File: src/design/gpio_pkg.sv
package gpio_pkg;

   // ------------------------------
   // sizes
   // ------------------------------
   localparam int IO_NUM = 32;
   localparam int APB_DW = 32;
   localparam int APB_AW = 8;

   // ------------------------------
   // register map
   // ------------------------------
   // word addresses below this select a per-pin config byte
   localparam logic [APB_AW-1:0] ADDR_CFG_LIMIT = 8'h80;
   localparam logic [APB_AW-1:0] ADDR_INT_STAT  = 8'h80;
   localparam logic [APB_AW-1:0] ADDR_GPIN      = 8'h90;
   localparam logic [APB_AW-1:0] ADDR_GPOUT     = 8'hA0;

   // ------------------------------
   // config byte fields
   // ------------------------------
   localparam int CFG_OUT_EN   = 0;
   localparam int CFG_IN_EN    = 1;
   localparam int CFG_OE_EN    = 2;
   localparam int CFG_INT_EN   = 3;
   // low end of the 3-bit mode field, bits 7:5
   localparam int CFG_MODE_LSB = 5;

   typedef logic [7:0] cfg_t;

   // 5 and 6 are not listed and act as disabled
   typedef enum logic [2:0] {
      MODE_LEVEL_HIGH = 3'd0,
      MODE_LEVEL_LOW  = 3'd1,
      MODE_EDGE_POS   = 3'd2,
      MODE_EDGE_NEG   = 3'd3,
      MODE_EDGE_BOTH  = 3'd4,
      MODE_DISABLED   = 3'd7
   } int_mode_t;

   // one bit per pin
   typedef logic [IO_NUM-1:0] pin_vec_t;

endpackage

File: src/design/gpio_apb_regs.sv
`timescale 1ns/1ps

module gpio_apb_regs (
   input  logic                              PCLK,
   input  logic                              aresetn,
   input  logic                              psel_i,
   input  logic                              penable_i,
   input  logic                              pwrite_i,
   input  logic [gpio_pkg::APB_AW-1:0]       paddr_i,
   input  logic [gpio_pkg::APB_DW-1:0]       pwdata_i,
   input  gpio_pkg::pin_vec_t                gpin_sync_i,
   input  gpio_pkg::pin_vec_t                int_stat_i,
   output logic [gpio_pkg::APB_DW-1:0]       prdata_o,
   output gpio_pkg::pin_vec_t                gpio_out_o,
   output gpio_pkg::pin_vec_t                gpio_oe_o,
   output gpio_pkg::pin_vec_t                int_en_o,
   output gpio_pkg::int_mode_t               int_mode_o [gpio_pkg::IO_NUM],
   output gpio_pkg::pin_vec_t                clr_mask_o
);

   gpio_pkg::cfg_t                           cfg_q [gpio_pkg::IO_NUM];
   gpio_pkg::pin_vec_t                       gpout_q;
   gpio_pkg::pin_vec_t                       gpin_gated;
   logic [$clog2(gpio_pkg::IO_NUM)-1:0]      cfg_idx;
   logic                                     wr_en;
   logic                                     wr_cfg;
   logic                                     wr_stat;
   logic                                     wr_gpout;

   // ------------------------------
   // write decode
   // ------------------------------
   assign wr_en    = psel_i & penable_i & pwrite_i;
   assign cfg_idx  = paddr_i[2 +: $clog2(gpio_pkg::IO_NUM)];
   assign wr_cfg   = wr_en && (paddr_i < gpio_pkg::ADDR_CFG_LIMIT);
   assign wr_stat  = wr_en && (paddr_i == gpio_pkg::ADDR_INT_STAT);
   assign wr_gpout = wr_en && (paddr_i == gpio_pkg::ADDR_GPOUT);

   // write-one-to-clear pulse, only during the status write
   assign clr_mask_o = wr_stat ? pwdata_i[gpio_pkg::IO_NUM-1:0] : '0;

   // ------------------------------
   // registers
   // ------------------------------
   // one config byte per pin, lower byte lane only
   always_ff @(posedge PCLK or negedge aresetn)
   begin
      if (!aresetn)
      begin
         for (int i = 0; i < gpio_pkg::IO_NUM; i++)
         begin
            cfg_q[i] <= '0;
         end
      end
      else if (wr_cfg)
      begin
         cfg_q[cfg_idx] <= pwdata_i[$bits(gpio_pkg::cfg_t)-1:0];
      end
   end

   always_ff @(posedge PCLK or negedge aresetn)
   begin
      if (!aresetn)
      begin
         gpout_q <= '0;
      end
      else if (wr_gpout)
      begin
         gpout_q <= pwdata_i[gpio_pkg::IO_NUM-1:0];
      end
   end

   // ------------------------------
   // per-pin gating
   // ------------------------------
   for (genvar i = 0; i < gpio_pkg::IO_NUM; i++)
   begin : g_pin
      assign gpio_out_o[i] = gpout_q[i] & cfg_q[i][gpio_pkg::CFG_OUT_EN];
      // driver only on when the output path is enabled too
      assign gpio_oe_o[i]  = cfg_q[i][gpio_pkg::CFG_OE_EN] & cfg_q[i][gpio_pkg::CFG_OUT_EN];
      assign gpin_gated[i] = gpin_sync_i[i] & cfg_q[i][gpio_pkg::CFG_IN_EN];
      assign int_en_o[i]   = cfg_q[i][gpio_pkg::CFG_INT_EN];
      assign int_mode_o[i] = gpio_pkg::int_mode_t'(
         cfg_q[i][gpio_pkg::CFG_MODE_LSB +: $bits(gpio_pkg::int_mode_t)]);
   end

   // ------------------------------
   // read mux
   // ------------------------------
   // zero wait states, data straight from the address
   always_comb
   begin
      prdata_o = '0;
      if (paddr_i < gpio_pkg::ADDR_CFG_LIMIT)
      begin
         prdata_o[$bits(gpio_pkg::cfg_t)-1:0] = cfg_q[cfg_idx];
      end
      else if (paddr_i == gpio_pkg::ADDR_INT_STAT)
      begin
         prdata_o = int_stat_i;
      end
      else if (paddr_i == gpio_pkg::ADDR_GPIN)
      begin
         prdata_o = gpin_gated;
      end
      else if (paddr_i == gpio_pkg::ADDR_GPOUT)
      begin
         prdata_o = gpout_q;
      end
   end

endmodule

File: src/design/gpio_in_sync.sv
`timescale 1ns/1ps

module gpio_in_sync (
   input  logic                 PCLK,
   input  logic                 aresetn,
   input  gpio_pkg::pin_vec_t   gpio_in_i,
   output gpio_pkg::pin_vec_t   sync_cur_o,
   output gpio_pkg::pin_vec_t   sync_prev_o
);

   gpio_pkg::pin_vec_t meta_q;
   gpio_pkg::pin_vec_t sync_q;
   gpio_pkg::pin_vec_t hist_q;

   // two-flop metastability chain, then one history stage
   always_ff @(posedge PCLK or negedge aresetn)
   begin
      if (!aresetn)
      begin
         meta_q <= '0;
         sync_q <= '0;
         hist_q <= '0;
      end
      else
      begin
         meta_q <= gpio_in_i;
         sync_q <= meta_q;
         hist_q <= sync_q;
      end
   end

   // newest safe sample (edge 2) and the one before it (edge 3)
   assign sync_cur_o  = sync_q;
   assign sync_prev_o = hist_q;

endmodule

File: src/design/gpio_edge_detect.sv
`timescale 1ns/1ps

module gpio_edge_detect (
   input  logic                 PCLK,
   input  logic                 aresetn,
   input  gpio_pkg::pin_vec_t   sync_cur_i,
   input  gpio_pkg::pin_vec_t   sync_prev_i,
   input  gpio_pkg::pin_vec_t   int_en_i,
   input  gpio_pkg::pin_vec_t   clr_mask_i,
   output gpio_pkg::pin_vec_t   edge_pos_o,
   output gpio_pkg::pin_vec_t   edge_neg_o,
   output gpio_pkg::pin_vec_t   edge_both_o
);

   gpio_pkg::pin_vec_t set_pos;
   gpio_pkg::pin_vec_t set_neg;
   gpio_pkg::pin_vec_t set_both;

   // next value of a sticky flag vector
   // a new edge beats a clear in the same cycle
   function automatic gpio_pkg::pin_vec_t sticky_next(
      input gpio_pkg::pin_vec_t flag,
      input gpio_pkg::pin_vec_t set,
      input gpio_pkg::pin_vec_t clr,
      input gpio_pkg::pin_vec_t en
   );
      return en & (set | (flag & ~clr));
   endfunction

   // ------------------------------
   // edge terms
   // ------------------------------
   assign set_pos  =  sync_cur_i & ~sync_prev_i;
   assign set_neg  = ~sync_cur_i &  sync_prev_i;
   assign set_both =  sync_cur_i ^  sync_prev_i;

   // flags stay at zero while the pin interrupt is off
   always_ff @(posedge PCLK or negedge aresetn)
   begin
      if (!aresetn)
      begin
         edge_pos_o  <= '0;
         edge_neg_o  <= '0;
         edge_both_o <= '0;
      end
      else
      begin
         edge_pos_o  <= sticky_next(edge_pos_o, set_pos, clr_mask_i, int_en_i);
         edge_neg_o  <= sticky_next(edge_neg_o, set_neg, clr_mask_i, int_en_i);
         edge_both_o <= sticky_next(edge_both_o, set_both, clr_mask_i, int_en_i);
      end
   end

endmodule

File: src/design/gpio_irq_gen.sv
`timescale 1ns/1ps

module gpio_irq_gen (
   input  logic                 PCLK,
   input  logic                 aresetn,
   input  gpio_pkg::pin_vec_t   sync_cur_i,
   input  gpio_pkg::pin_vec_t   edge_pos_i,
   input  gpio_pkg::pin_vec_t   edge_neg_i,
   input  gpio_pkg::pin_vec_t   edge_both_i,
   input  gpio_pkg::pin_vec_t   int_en_i,
   input  gpio_pkg::int_mode_t  int_mode_i [gpio_pkg::IO_NUM],
   input  gpio_pkg::pin_vec_t   clr_mask_i,
   output gpio_pkg::pin_vec_t   int_o,
   output logic                 int_or_o,
   output gpio_pkg::pin_vec_t   int_stat_o
);

   gpio_pkg::pin_vec_t int_src;

   // ------------------------------
   // source select per pin
   // ------------------------------
   for (genvar i = 0; i < gpio_pkg::IO_NUM; i++)
   begin : g_src
      always_comb
      begin
         case (int_mode_i[i])
            gpio_pkg::MODE_LEVEL_HIGH: int_src[i] = sync_cur_i[i];
            gpio_pkg::MODE_LEVEL_LOW:  int_src[i] = ~sync_cur_i[i];
            gpio_pkg::MODE_EDGE_POS:   int_src[i] = edge_pos_i[i];
            gpio_pkg::MODE_EDGE_NEG:   int_src[i] = edge_neg_i[i];
            gpio_pkg::MODE_EDGE_BOTH:  int_src[i] = edge_both_i[i];
            gpio_pkg::MODE_DISABLED:   int_src[i] = 1'b0;
            default:                   int_src[i] = 1'b0;
         endcase
      end
   end

   assign int_o    = int_src & int_en_i;
   assign int_or_o = |int_o;

   // ------------------------------
   // latched status
   // ------------------------------
   // follows INT one cycle late, except in the clear cycle
   // where written ones drop out of the held value
   always_ff @(posedge PCLK or negedge aresetn)
   begin
      if (!aresetn)
      begin
         int_stat_o <= '0;
      end
      else if (|clr_mask_i)
      begin
         int_stat_o <= int_stat_o & ~clr_mask_i;
      end
      else
      begin
         int_stat_o <= int_o;
      end
   end

endmodule

File: src/design/gpio_top.sv
`timescale 1ns/1ps

module gpio_top (
   input  logic                           PCLK,
   input  logic                           aresetn,
   // APB slave
   input  logic                           psel_i,
   input  logic                           penable_i,
   input  logic                           pwrite_i,
   input  logic [gpio_pkg::APB_AW-1:0]    paddr_i,
   input  logic [gpio_pkg::APB_DW-1:0]    pwdata_i,
   output logic [gpio_pkg::APB_DW-1:0]    prdata_o,
   output logic                           pready_o,
   output logic                           pslverr_o,
   // pins
   input  gpio_pkg::pin_vec_t             gpio_in_i,
   output gpio_pkg::pin_vec_t             gpio_out_o,
   output gpio_pkg::pin_vec_t             gpio_oe_o,
   // interrupts
   output gpio_pkg::pin_vec_t             int_o,
   output logic                           int_or_o
);

   gpio_pkg::pin_vec_t     sync_cur;
   gpio_pkg::pin_vec_t     sync_prev;
   gpio_pkg::pin_vec_t     edge_pos;
   gpio_pkg::pin_vec_t     edge_neg;
   gpio_pkg::pin_vec_t     edge_both;
   gpio_pkg::pin_vec_t     int_en;
   gpio_pkg::pin_vec_t     clr_mask;
   gpio_pkg::pin_vec_t     int_stat;
   gpio_pkg::int_mode_t    int_mode [gpio_pkg::IO_NUM];

   // no wait states and no error responses
   assign pready_o  = 1'b1;
   assign pslverr_o = 1'b0;

   // ------------------------------
   // register block
   // ------------------------------
   // levels and input reads use the history flop,
   // so they land on the same edge as the edge flags
   gpio_apb_regs u_regs (
      .PCLK        (PCLK),
      .aresetn     (aresetn),
      .psel_i      (psel_i),
      .penable_i   (penable_i),
      .pwrite_i    (pwrite_i),
      .paddr_i     (paddr_i),
      .pwdata_i    (pwdata_i),
      .gpin_sync_i (sync_prev),
      .int_stat_i  (int_stat),
      .prdata_o    (prdata_o),
      .gpio_out_o  (gpio_out_o),
      .gpio_oe_o   (gpio_oe_o),
      .int_en_o    (int_en),
      .int_mode_o  (int_mode),
      .clr_mask_o  (clr_mask)
   );

   // ------------------------------
   // input pipeline
   // ------------------------------
   gpio_in_sync u_sync (
      .PCLK        (PCLK),
      .aresetn     (aresetn),
      .gpio_in_i   (gpio_in_i),
      .sync_cur_o  (sync_cur),
      .sync_prev_o (sync_prev)
   );

   gpio_edge_detect u_edge (
      .PCLK        (PCLK),
      .aresetn     (aresetn),
      .sync_cur_i  (sync_cur),
      .sync_prev_i (sync_prev),
      .int_en_i    (int_en),
      .clr_mask_i  (clr_mask),
      .edge_pos_o  (edge_pos),
      .edge_neg_o  (edge_neg),
      .edge_both_o (edge_both)
   );

   gpio_irq_gen u_irq (
      .PCLK        (PCLK),
      .aresetn     (aresetn),
      .sync_cur_i  (sync_prev),
      .edge_pos_i  (edge_pos),
      .edge_neg_i  (edge_neg),
      .edge_both_i (edge_both),
      .int_en_i    (int_en),
      .int_mode_i  (int_mode),
      .clr_mask_i  (clr_mask),
      .int_o       (int_o),
      .int_or_o    (int_or_o),
      .int_stat_o  (int_stat)
   );

endmodule

File: config.mk
export PLATFORM = sky130hd
export DESIGN_NAME = gpio_top
export DESIGN_NICKNAME = d
export VERILOG_FILES = /design/src/design/gpio_pkg.sv /design/src/design/gpio_apb_regs.sv /design/src/design/gpio_in_sync.sv /design/src/design/gpio_edge_detect.sv /design/src/design/gpio_irq_gen.sv /design/src/design/gpio_top.sv
export SDC_FILE = /design/constraint.sdc
export NUM_CORES = 1
export LEC_CHECK = 0
export BUFFER_PORTS_ARGS = -buffer_cell sky130_fd_sc_hd__buf_2
export CAP_MARGIN = 20
export CORE_ASPECT_RATIO = 0.5
export CORE_MARGIN = 2
export CORE_UTILIZATION = 55
export DETAILED_ROUTE_END_ITERATION = 12
export GPL_TIMING_DRIVEN = 0
export MAX_ROUTING_LAYER = met4
export PLACE_DENSITY = 0.76
export SYNTH_ARGS = -nofsm -noshare
export SYNTH_HDL_FRONTEND = slang
export SYNTH_SLANG_ARGS = --single-unit
File: constraint.sdc
create_clock -name PCLK -period 5.52 [get_ports PCLK]
set_input_delay 1.104 -clock PCLK [delete_from_list [all_inputs] [get_ports PCLK]]
set_output_delay 1.104 -clock PCLK [all_outputs]
set_load 0.05 [all_outputs]
==> flow_metrics.env, run 1 <==
export IMPL_num_nets_final=2322
export IMPL_cts_tree="built"
export IMPL_drt_iter0_drc=2470
export IMPL_synthToLayoutAreaGrowth_pct=13.8
export IMPL_hold_viol_final=0
export IMPL_syn_area_per_cell_um2=12.5
export IMPL_worst_pin_slew_ns=1.23
export IMPL_synthFlopType="dfrtp_1"
export IMPL_ys_types=63
export IMPL_most_common_layout_cells="dfrtp_1 (512), mux2_2 (288), buf_2 (229)"
export IMPL_r2r_slack_ns=3.48
export IMPL_dieArea_um2=45600
export IMPL_required_ns=4.42
export IMPL_p_seq_share_pct=51.5
export IMPL_period_minus_slack_ns=5.52
export IMPL_clk_latency_ns=0.57
export IMPL_holdPathStages=0
export IMPL_slew_headroom_pct=17.8
export IMPL_io_pins=208
export IMPL_postCtsSetupRepairBufs=0
export IMPL_cp_start_kind="primary input"
export IMPL_drc=0
export IMPL_max_cap_viol_count=0
export IMPL_final_cell_area_um2=27400
export IMPL_layout_setup_ws_ns=-0.00347
export IMPL_avgRoutedWirePerCell_um=27.4
export IMPL_final_common_cell="dfrtp_1"
export IMPL_place_inst=2722
export IMPL_status="finished with violations"
export IMPL_synth_area_um2=24100
export IMPL_reg2reg_to="u_irq.int_stat_o[12]$_DFF_PN0_"
export IMPL_slowest_delay_ns=0.52
export IMPL_synth_net_count=2062
export IMPL_placed_cell_area_um2=26000
export IMPL_start_util_pct=55.5
export IMPL_rr_worst_depth=4
export IMPL_cp_cell_sequence="buf_4 -> buf_2 -> buf_2 -> buf_2 -> mux4_2 -> mux2i_1 -> o22ai_1 -> a21oi_1 -> a31oi_1 -> buf_2"
export IMPL_slowest_stage="buf_2"
export IMPL_synth_warnings=0
export IMPL_endpoint_kind="output pin"
export IMPL_power_density_nw_per_um2=288
export IMPL_crit_top_cell="buf_2"
export IMPL_ys_seq_elements=512
export IMPL_leakagePower_nw=13.4
export IMPL_fin_crit_sh_pct=100
export IMPL_root_buffer="clkbuf_16"
export IMPL_crit_arrival_ns=4.42
export IMPL_swShare_pct=25.7
export IMPL_fin_cells=2804
export IMPL_internal_power_mw=5.87
export IMPL_grt_pass1_vias=17300
export IMPL_ys_seq_area_share_pct=53.2
export IMPL_core_um2=43400
export IMPL_rows=54
export IMPL_regArea_um2=12800
export IMPL_syn_inst=1921
export IMPL_cts_sinks=512
export IMPL_dr_total_vias=17700
export IMPL_r2r_start="u_regs.int_mode_o[57]$_DFFE_PN0P_"
export IMPL_cts_repair_resized=0
export IMPL_clkTransAtPathRegs_ns=0.07
export IMPL_rsz0062_at_grt="no"
export IMPL_drv_slew=0
export IMPL_hold_start="u_sync.meta_q[26]$_DFF_PN0_"
export IMPL_cp_num_buf_inv=5
export IMPL_drt_pass1_iterations=6
export IMPL_fp_dieH_um=152
export IMPL_hp_class="reg2reg"
export IMPL_viasPerCell=6.33
export IMPL_htreeDepth=2
export IMPL_switchingPower_mw=2.03
export IMPL_cts_made_buffers=45
export IMPL_fmax_mhz=181
export IMPL_holdWs_ns=0.346
export IMPL_final_util_pct=63.2
export IMPL_nFillCells=3397
export IMPL_synth_async_sr_flop_share_pct=100
export IMPL_port_buffers=198
export IMPL_path_max_fanout=10
export IMPL_violations="setup timing"
export IMPL_skew_ns=0.0115
export IMPL_grt_pass1_wl_um=114000
export IMPL_ant_nets=0
export IMPL_totalWireLength_um=76800
export IMPL_grt_max_degree=120
export IMPL_drive_gt1_share_pct=31.5
export IMPL_die_w_um=300
export IMPL_hold_end="u_sync.sync_cur_o[26]$_DFF_PN0_"
export IMPL_multiInputGateArea_um2=10400
export IMPL_antenna_found_initial=5
export IMPL_dp_hpwl_um=55700
export IMPL_p_total_mw=7.90
export IMPL_overflow=0
export IMPL_finalSetupViolCount=1
export IMPL_worstSetupPathType="in2out"
export IMPL_vdd_drop_max_v=0.000218
export IMPL_track_usage_pct=35.1
export IMPL_crit_family="buffers and inverters"
export IMPL_power_frac_clock_pct=39.5
export IMPL_gp_congestion=1.05
export IMPL_clockBufferDepth=3
export IMPL_hold_buffers=0
export IMPL_synth_edf_count=0
export IMPL_p_comb_share_pct=9.0
-- per-stage QoR --
stage	setup slack, ns	setup TNS, ns
after global placement	-7.15	-3618.83
after CTS	0.159	0
after floorplan	1.19	0
after global routing	0.0593	0
final	-0.00347	-0.00347
after detailed placement	0.164	0
-- per-layer routing --
metal | wire length, um | GRT usage [%]
met3 | 8870 | 9.88
met2 | 32700 | 48.0
met1 | 32200 | 50.3
met4 | 3040 | 12.1
met5 | 0 | -
-- logic make-up (layout without fill, tap and decap cells) --
group,after synthesis,after routing,synth area share [%]
buffers and inverters,192,483,3.45
adder cells (fa/ha/maj),64,64,3.32
AO/OA/AOI/OAI,274,274,7.29
AND/OR/NAND/NOR,456,456,10.1
other,2,6,0.0312
flip-flops,512,512,53.2
multiplexers,421,421,22.6
-- synthesized netlist by cell type (3+ instances only) --
master / instances / share of area [%]
nand2_2: 8 / 0.21
nor2b_1: 72 / 1.9
inv_1: 105 / 1.6
a21boi_0: 31 / 0.97
a32oi_1: 9 / 0.33
buf_4: 12 / 0.37
o311ai_0: 19 / 0.69
nand2b_1: 8 / 0.21
nor4b_1: 4 / 0.15
a21o_1: 3 / 0.093
nand4_1: 7 / 0.18
nand3b_1: 5 / 0.16
o22ai_1: 4 / 0.10
mux4_1: 5 / 0.55
nand2_1: 131 / 2.0
clkbuf_1: 43 / 0.67
dfrtp_1: 512 / 53
a221oi_1: 3 / 0.11
nand3_1: 59 / 1.2
a21oi_1: 80 / 1.7
and2_1: 67 / 1.7
a41oi_1: 3 / 0.11
o31ai_1: 5 / 0.16
nor3_2: 3 / 0.12
a22oi_1: 27 / 0.84
a31oi_1: 6 / 0.16
o211ai_1: 4 / 0.12
nand4b_1: 3 / 0.11
ha_1: 64 / 3.3
nor3b_1: 17 / 0.53
and3_1: 5 / 0.13
mux2i_1: 65 / 2.7
buf_2: 24 / 0.50
nor2_2: 12 / 0.31
mux2_2: 288 / 13
o21ai_0: 63 / 1.3
mux4_2: 63 / 5.9
nor3_1: 4 / 0.083
nor4_1: 11 / 0.29
nor2_1: 36 / 0.56
o21a_1: 3 / 0.093
-- power groups by stage --
stage	Combinational (mW)	Sequential [mW]	Clock, mW
final	0.713	4.07	3.12
after global routing	0.765	4.08	3.28
after CTS	0.704	4.06	3.13
after detailed placement	0.698	4.13	0
after global placement	0.668	4.13	0
after floorplan	0.403	4.07	0
-- sequential cells by signal, summed over array words and instances, names as in the netlist --
| signal | flops |
|---|---|
| u_sync.meta_q | 32 |
| u_regs.int_mode_o | 96 |
| u_sync.sync_cur_o | 32 |
| u_regs.cfg_q | 128 |
| u_irq.int_stat_o | 32 |
| u_edge.edge_both_o | 32 |
| u_regs.int_en_o | 32 |
| u_regs.gpout_q | 32 |
| u_edge.edge_neg_o | 32 |
| u_edge.edge_pos_o | 32 |
| u_sync.sync_prev_o | 32 |
-- final cells by class --
type | instances | share of cell area, %
Sequential cell | 512 | 46.7
Multi-Input combinational cell | 1217 | 38.1
Clock buffer | 67 | 4.66
Timing Repair Buffer | 213 | 4.33
Tap cell | 588 | 2.68
Buffer | 86 | 1.58
Inverter | 106 | 1.45
Clock inverter | 11 | 0.402
Antenna cell | 4 | 0.0365
-- worst max-delay path by stage --
stage / from / to / slack, ns / depth (start not counted)
2_1_floorplan: paddr_i[3] / prdata_o[1] / 1.19 / 8
3_3_place_gp: aresetn / u_sync.sync_prev_o[10]$_DFF_PN0_ / -7.15 / 1
3_5_place_dp: paddr_i[3] / prdata_o[0] / 0.16 / 10
4_1_cts: paddr_i[3] / prdata_o[0] / 0.16 / 10
5_1_grt: paddr_i[3] / prdata_o[0] / 0.06 / 10
6_report: paddr_i[3] / prdata_o[0] / -0.003 / 10
Note: power is estimated with default switching activity, not from simulation.
==> run 2, diff against run 1 <==
--- a/config.mk
+++ b/config.mk
@@ -12,7 +12,6 @@
 export CORE_UTILIZATION = 55
 export DETAILED_ROUTE_END_ITERATION = 12
 export GPL_TIMING_DRIVEN = 0
-export MAX_ROUTING_LAYER = met4
 export PLACE_DENSITY = 0.76
 export SYNTH_ARGS = -nofsm -noshare
 export SYNTH_HDL_FRONTEND = slang
==> run 2 against run 1 <==
  * The flow now finishes without violations
  * Register-to-register slack better by 0.04 ns
  * Cell count up 0.14%
  * Sequential cell count unchanged
  * Combinational power about the same
  * Critical path type unchanged
  * Largest cell class unchanged
==> flow_metrics.env, run 2 (synthesis gave the netlist of run 1 again) <==
export IMPL_rows=54
export IMPL_hold_buffers=0
export IMPL_skew_ns=0.0210
export IMPL_fin_crit_sh_pct=99.9
export IMPL_regMostFlops="u_regs.cfg_q"
export IMPL_reg2reg_to="u_irq.int_stat_o[4]$_DFF_PN0_"
export IMPL_met2WireLength_um=33400
export IMPL_num_nets_final=2322
export IMPL_crit_arrival_ns=4.41
export IMPL_holdPathStages=0
export IMPL_htreeDepth=2
export IMPL_fmax_mhz=181
export IMPL_root_buffer="clkbuf_16"
export IMPL_track_usage_pct=34.3
export IMPL_drc=0
export IMPL_cts_repair_resized=0
export IMPL_period_minus_slack_ns=5.51
export IMPL_final_common_cell="dfrtp_1"
export IMPL_cts_tree="built"
export IMPL_grt_max_degree=125
export IMPL_dieArea_um2=45600
export IMPL_cts_sinks=512
export IMPL_hold_start="u_sync.meta_q[22]$_DFF_PN0_"
export IMPL_slew_headroom_pct=17.0
export IMPL_place_inst=2721
export IMPL_dp_hpwl_um=55600
export IMPL_worstSetupPathType="in2out"
export IMPL_cp_start_kind="primary input"
export IMPL_totalWireLength_um=77500
export IMPL_worst_pin_slew_ns=1.24
export IMPL_die_w_um=300
export IMPL_start_util_pct=55.5
export IMPL_power_density_nw_per_um2=293
export IMPL_dr_max_layer_used="met4"
export IMPL_required_ns=4.42
export IMPL_hp_class="reg2reg"
export IMPL_drt_iter0_drc=2500
export IMPL_nFillCells=3398
export IMPL_gp_congestion=1.02
export IMPL_fp_dieH_um=152
export IMPL_endpoint_kind="output pin"
export IMPL_path_max_fanout=10
export IMPL_io_pins=208
export IMPL_most_common_layout_cells="dfrtp_1 (512), mux2_2 (288), buf_2 (229)"
export IMPL_overflow=0
export IMPL_fin_tns_setup_ns=0
export IMPL_grt_pass1_wl_um=115000
export IMPL_wl_met3_um=9590
export IMPL_hold_end="u_sync.sync_cur_o[22]$_DFF_PN0_"
export IMPL_port_buffers=198
export IMPL_largest_register_ffs=128
export IMPL_rsz0062_at_grt="no"
export IMPL_drive_gt1_share_pct=31.7
export IMPL_vdd_drop_max_v=0.000238
export IMPL_core_um2=43400
export IMPL_status="finished, final reports clean"
export IMPL_finalSetupViolCount=0
export IMPL_clkTransAtPathRegs_ns=0.07
export IMPL_drt_pass1_iterations=6
export IMPL_ant_nets=0
export IMPL_cts_made_buffers=45
export IMPL_viasPerCell=6.35
export IMPL_antenna_found_initial=6
export IMPL_clk_latency_ns=0.58
export IMPL_synthToLayoutAreaGrowth_pct=14.1
export IMPL_drv_slew=0
export IMPL_avgRoutedWirePerCell_um=27.6
export IMPL_r2r_slack_ns=3.52
export IMPL_r2r_start="u_regs.int_mode_o[83]$_DFFE_PN0P_"
export IMPL_p_total_mw=8.04
export IMPL_clockBufferDepth=3
export IMPL_fin_cells=2808
export IMPL_leakagePower_nw=13.4
export IMPL_dr_total_vias=17800
export IMPL_postCtsSetupRepairBufs=0
export IMPL_wirelength_met1_um=31600
export IMPL_max_cap_viol_count=0
export IMPL_rr_worst_depth=4
export IMPL_hold_viol_final=0
export IMPL_grt_pass1_vias=17400
## run 2: power by group
part	switching, mW	internal [mW]
clock network	1.45	1.81
registers	0.165	3.90
logic	0.443	0.271
total	2.06	5.98
## run 2: how the worst max path moves through the flow
| stage | start | to | slack, ns | cells past startpoint |
|---|---|---|---|---|
| after floorplan | paddr_i[3] | prdata_o[1] | 1.19 | 8 |
| after global placement | aresetn | u_sync.sync_prev_o[10]$_DFF_PN0_ | -7.14 | 1 |
| after detailed placement | paddr_i[3] | prdata_o[0] | 0.19 | 10 |
| after CTS | paddr_i[3] | prdata_o[0] | 0.20 | 10 |
| after global routing | paddr_i[3] | prdata_o[0] | 0.10 | 10 |
| final | paddr_i[3] | prdata_o[0] | 0.007 | 10 |
## run 2: critical path, cell delays in order
cell     delay, ns
buf_4         0.26
buf_2         0.50
buf_2         0.50
buf_2         0.46
mux4_2        0.48
mux2i_1       0.17
o22ai_1       0.11
a21oi_1       0.42
a31oi_1       0.13
buf_2         0.25
## run 2: through the flow
stage               cell area (um2)  utilization [%]  setup WS (ns)  hold WS, ns
floorplan                     24100                -           1.19        0.331
global placement              25800             59.5          -7.14        0.332
detailed placement            26000             59.9          0.191        0.335
CTS                           27500             63.3          0.199        0.344
global route                  27500             63.3          0.103        0.351
finish                        27500             63.4        0.00719        0.344
## run 2: routing by layer
| metal | global-route usage, % | vias up |
|---|---|---|
| met5 | 0 | - |
| li1 | - | 7392 |
| met1 | 50.1 | 9204 |
| met3 | 10.5 | 169 |
| met2 | 48.9 | 1055 |
| met4 | 11.9 | 0 |
## run 2: final cells by class
type                            instances  area (um2)  area share, %
Inverter                              106         398           1.45
Sequential cell                       512       12800           46.6
Buffer                                 86         434           1.58
Clock buffer                           70        1370           4.99
Multi-Input combinational cell       1217       10400           38.0
Tap cell                              588         736           2.68
Timing Repair Buffer                  213        1160           4.23
Antenna cell                            6        15.0         0.0546
Clock inverter                         10         109          0.396
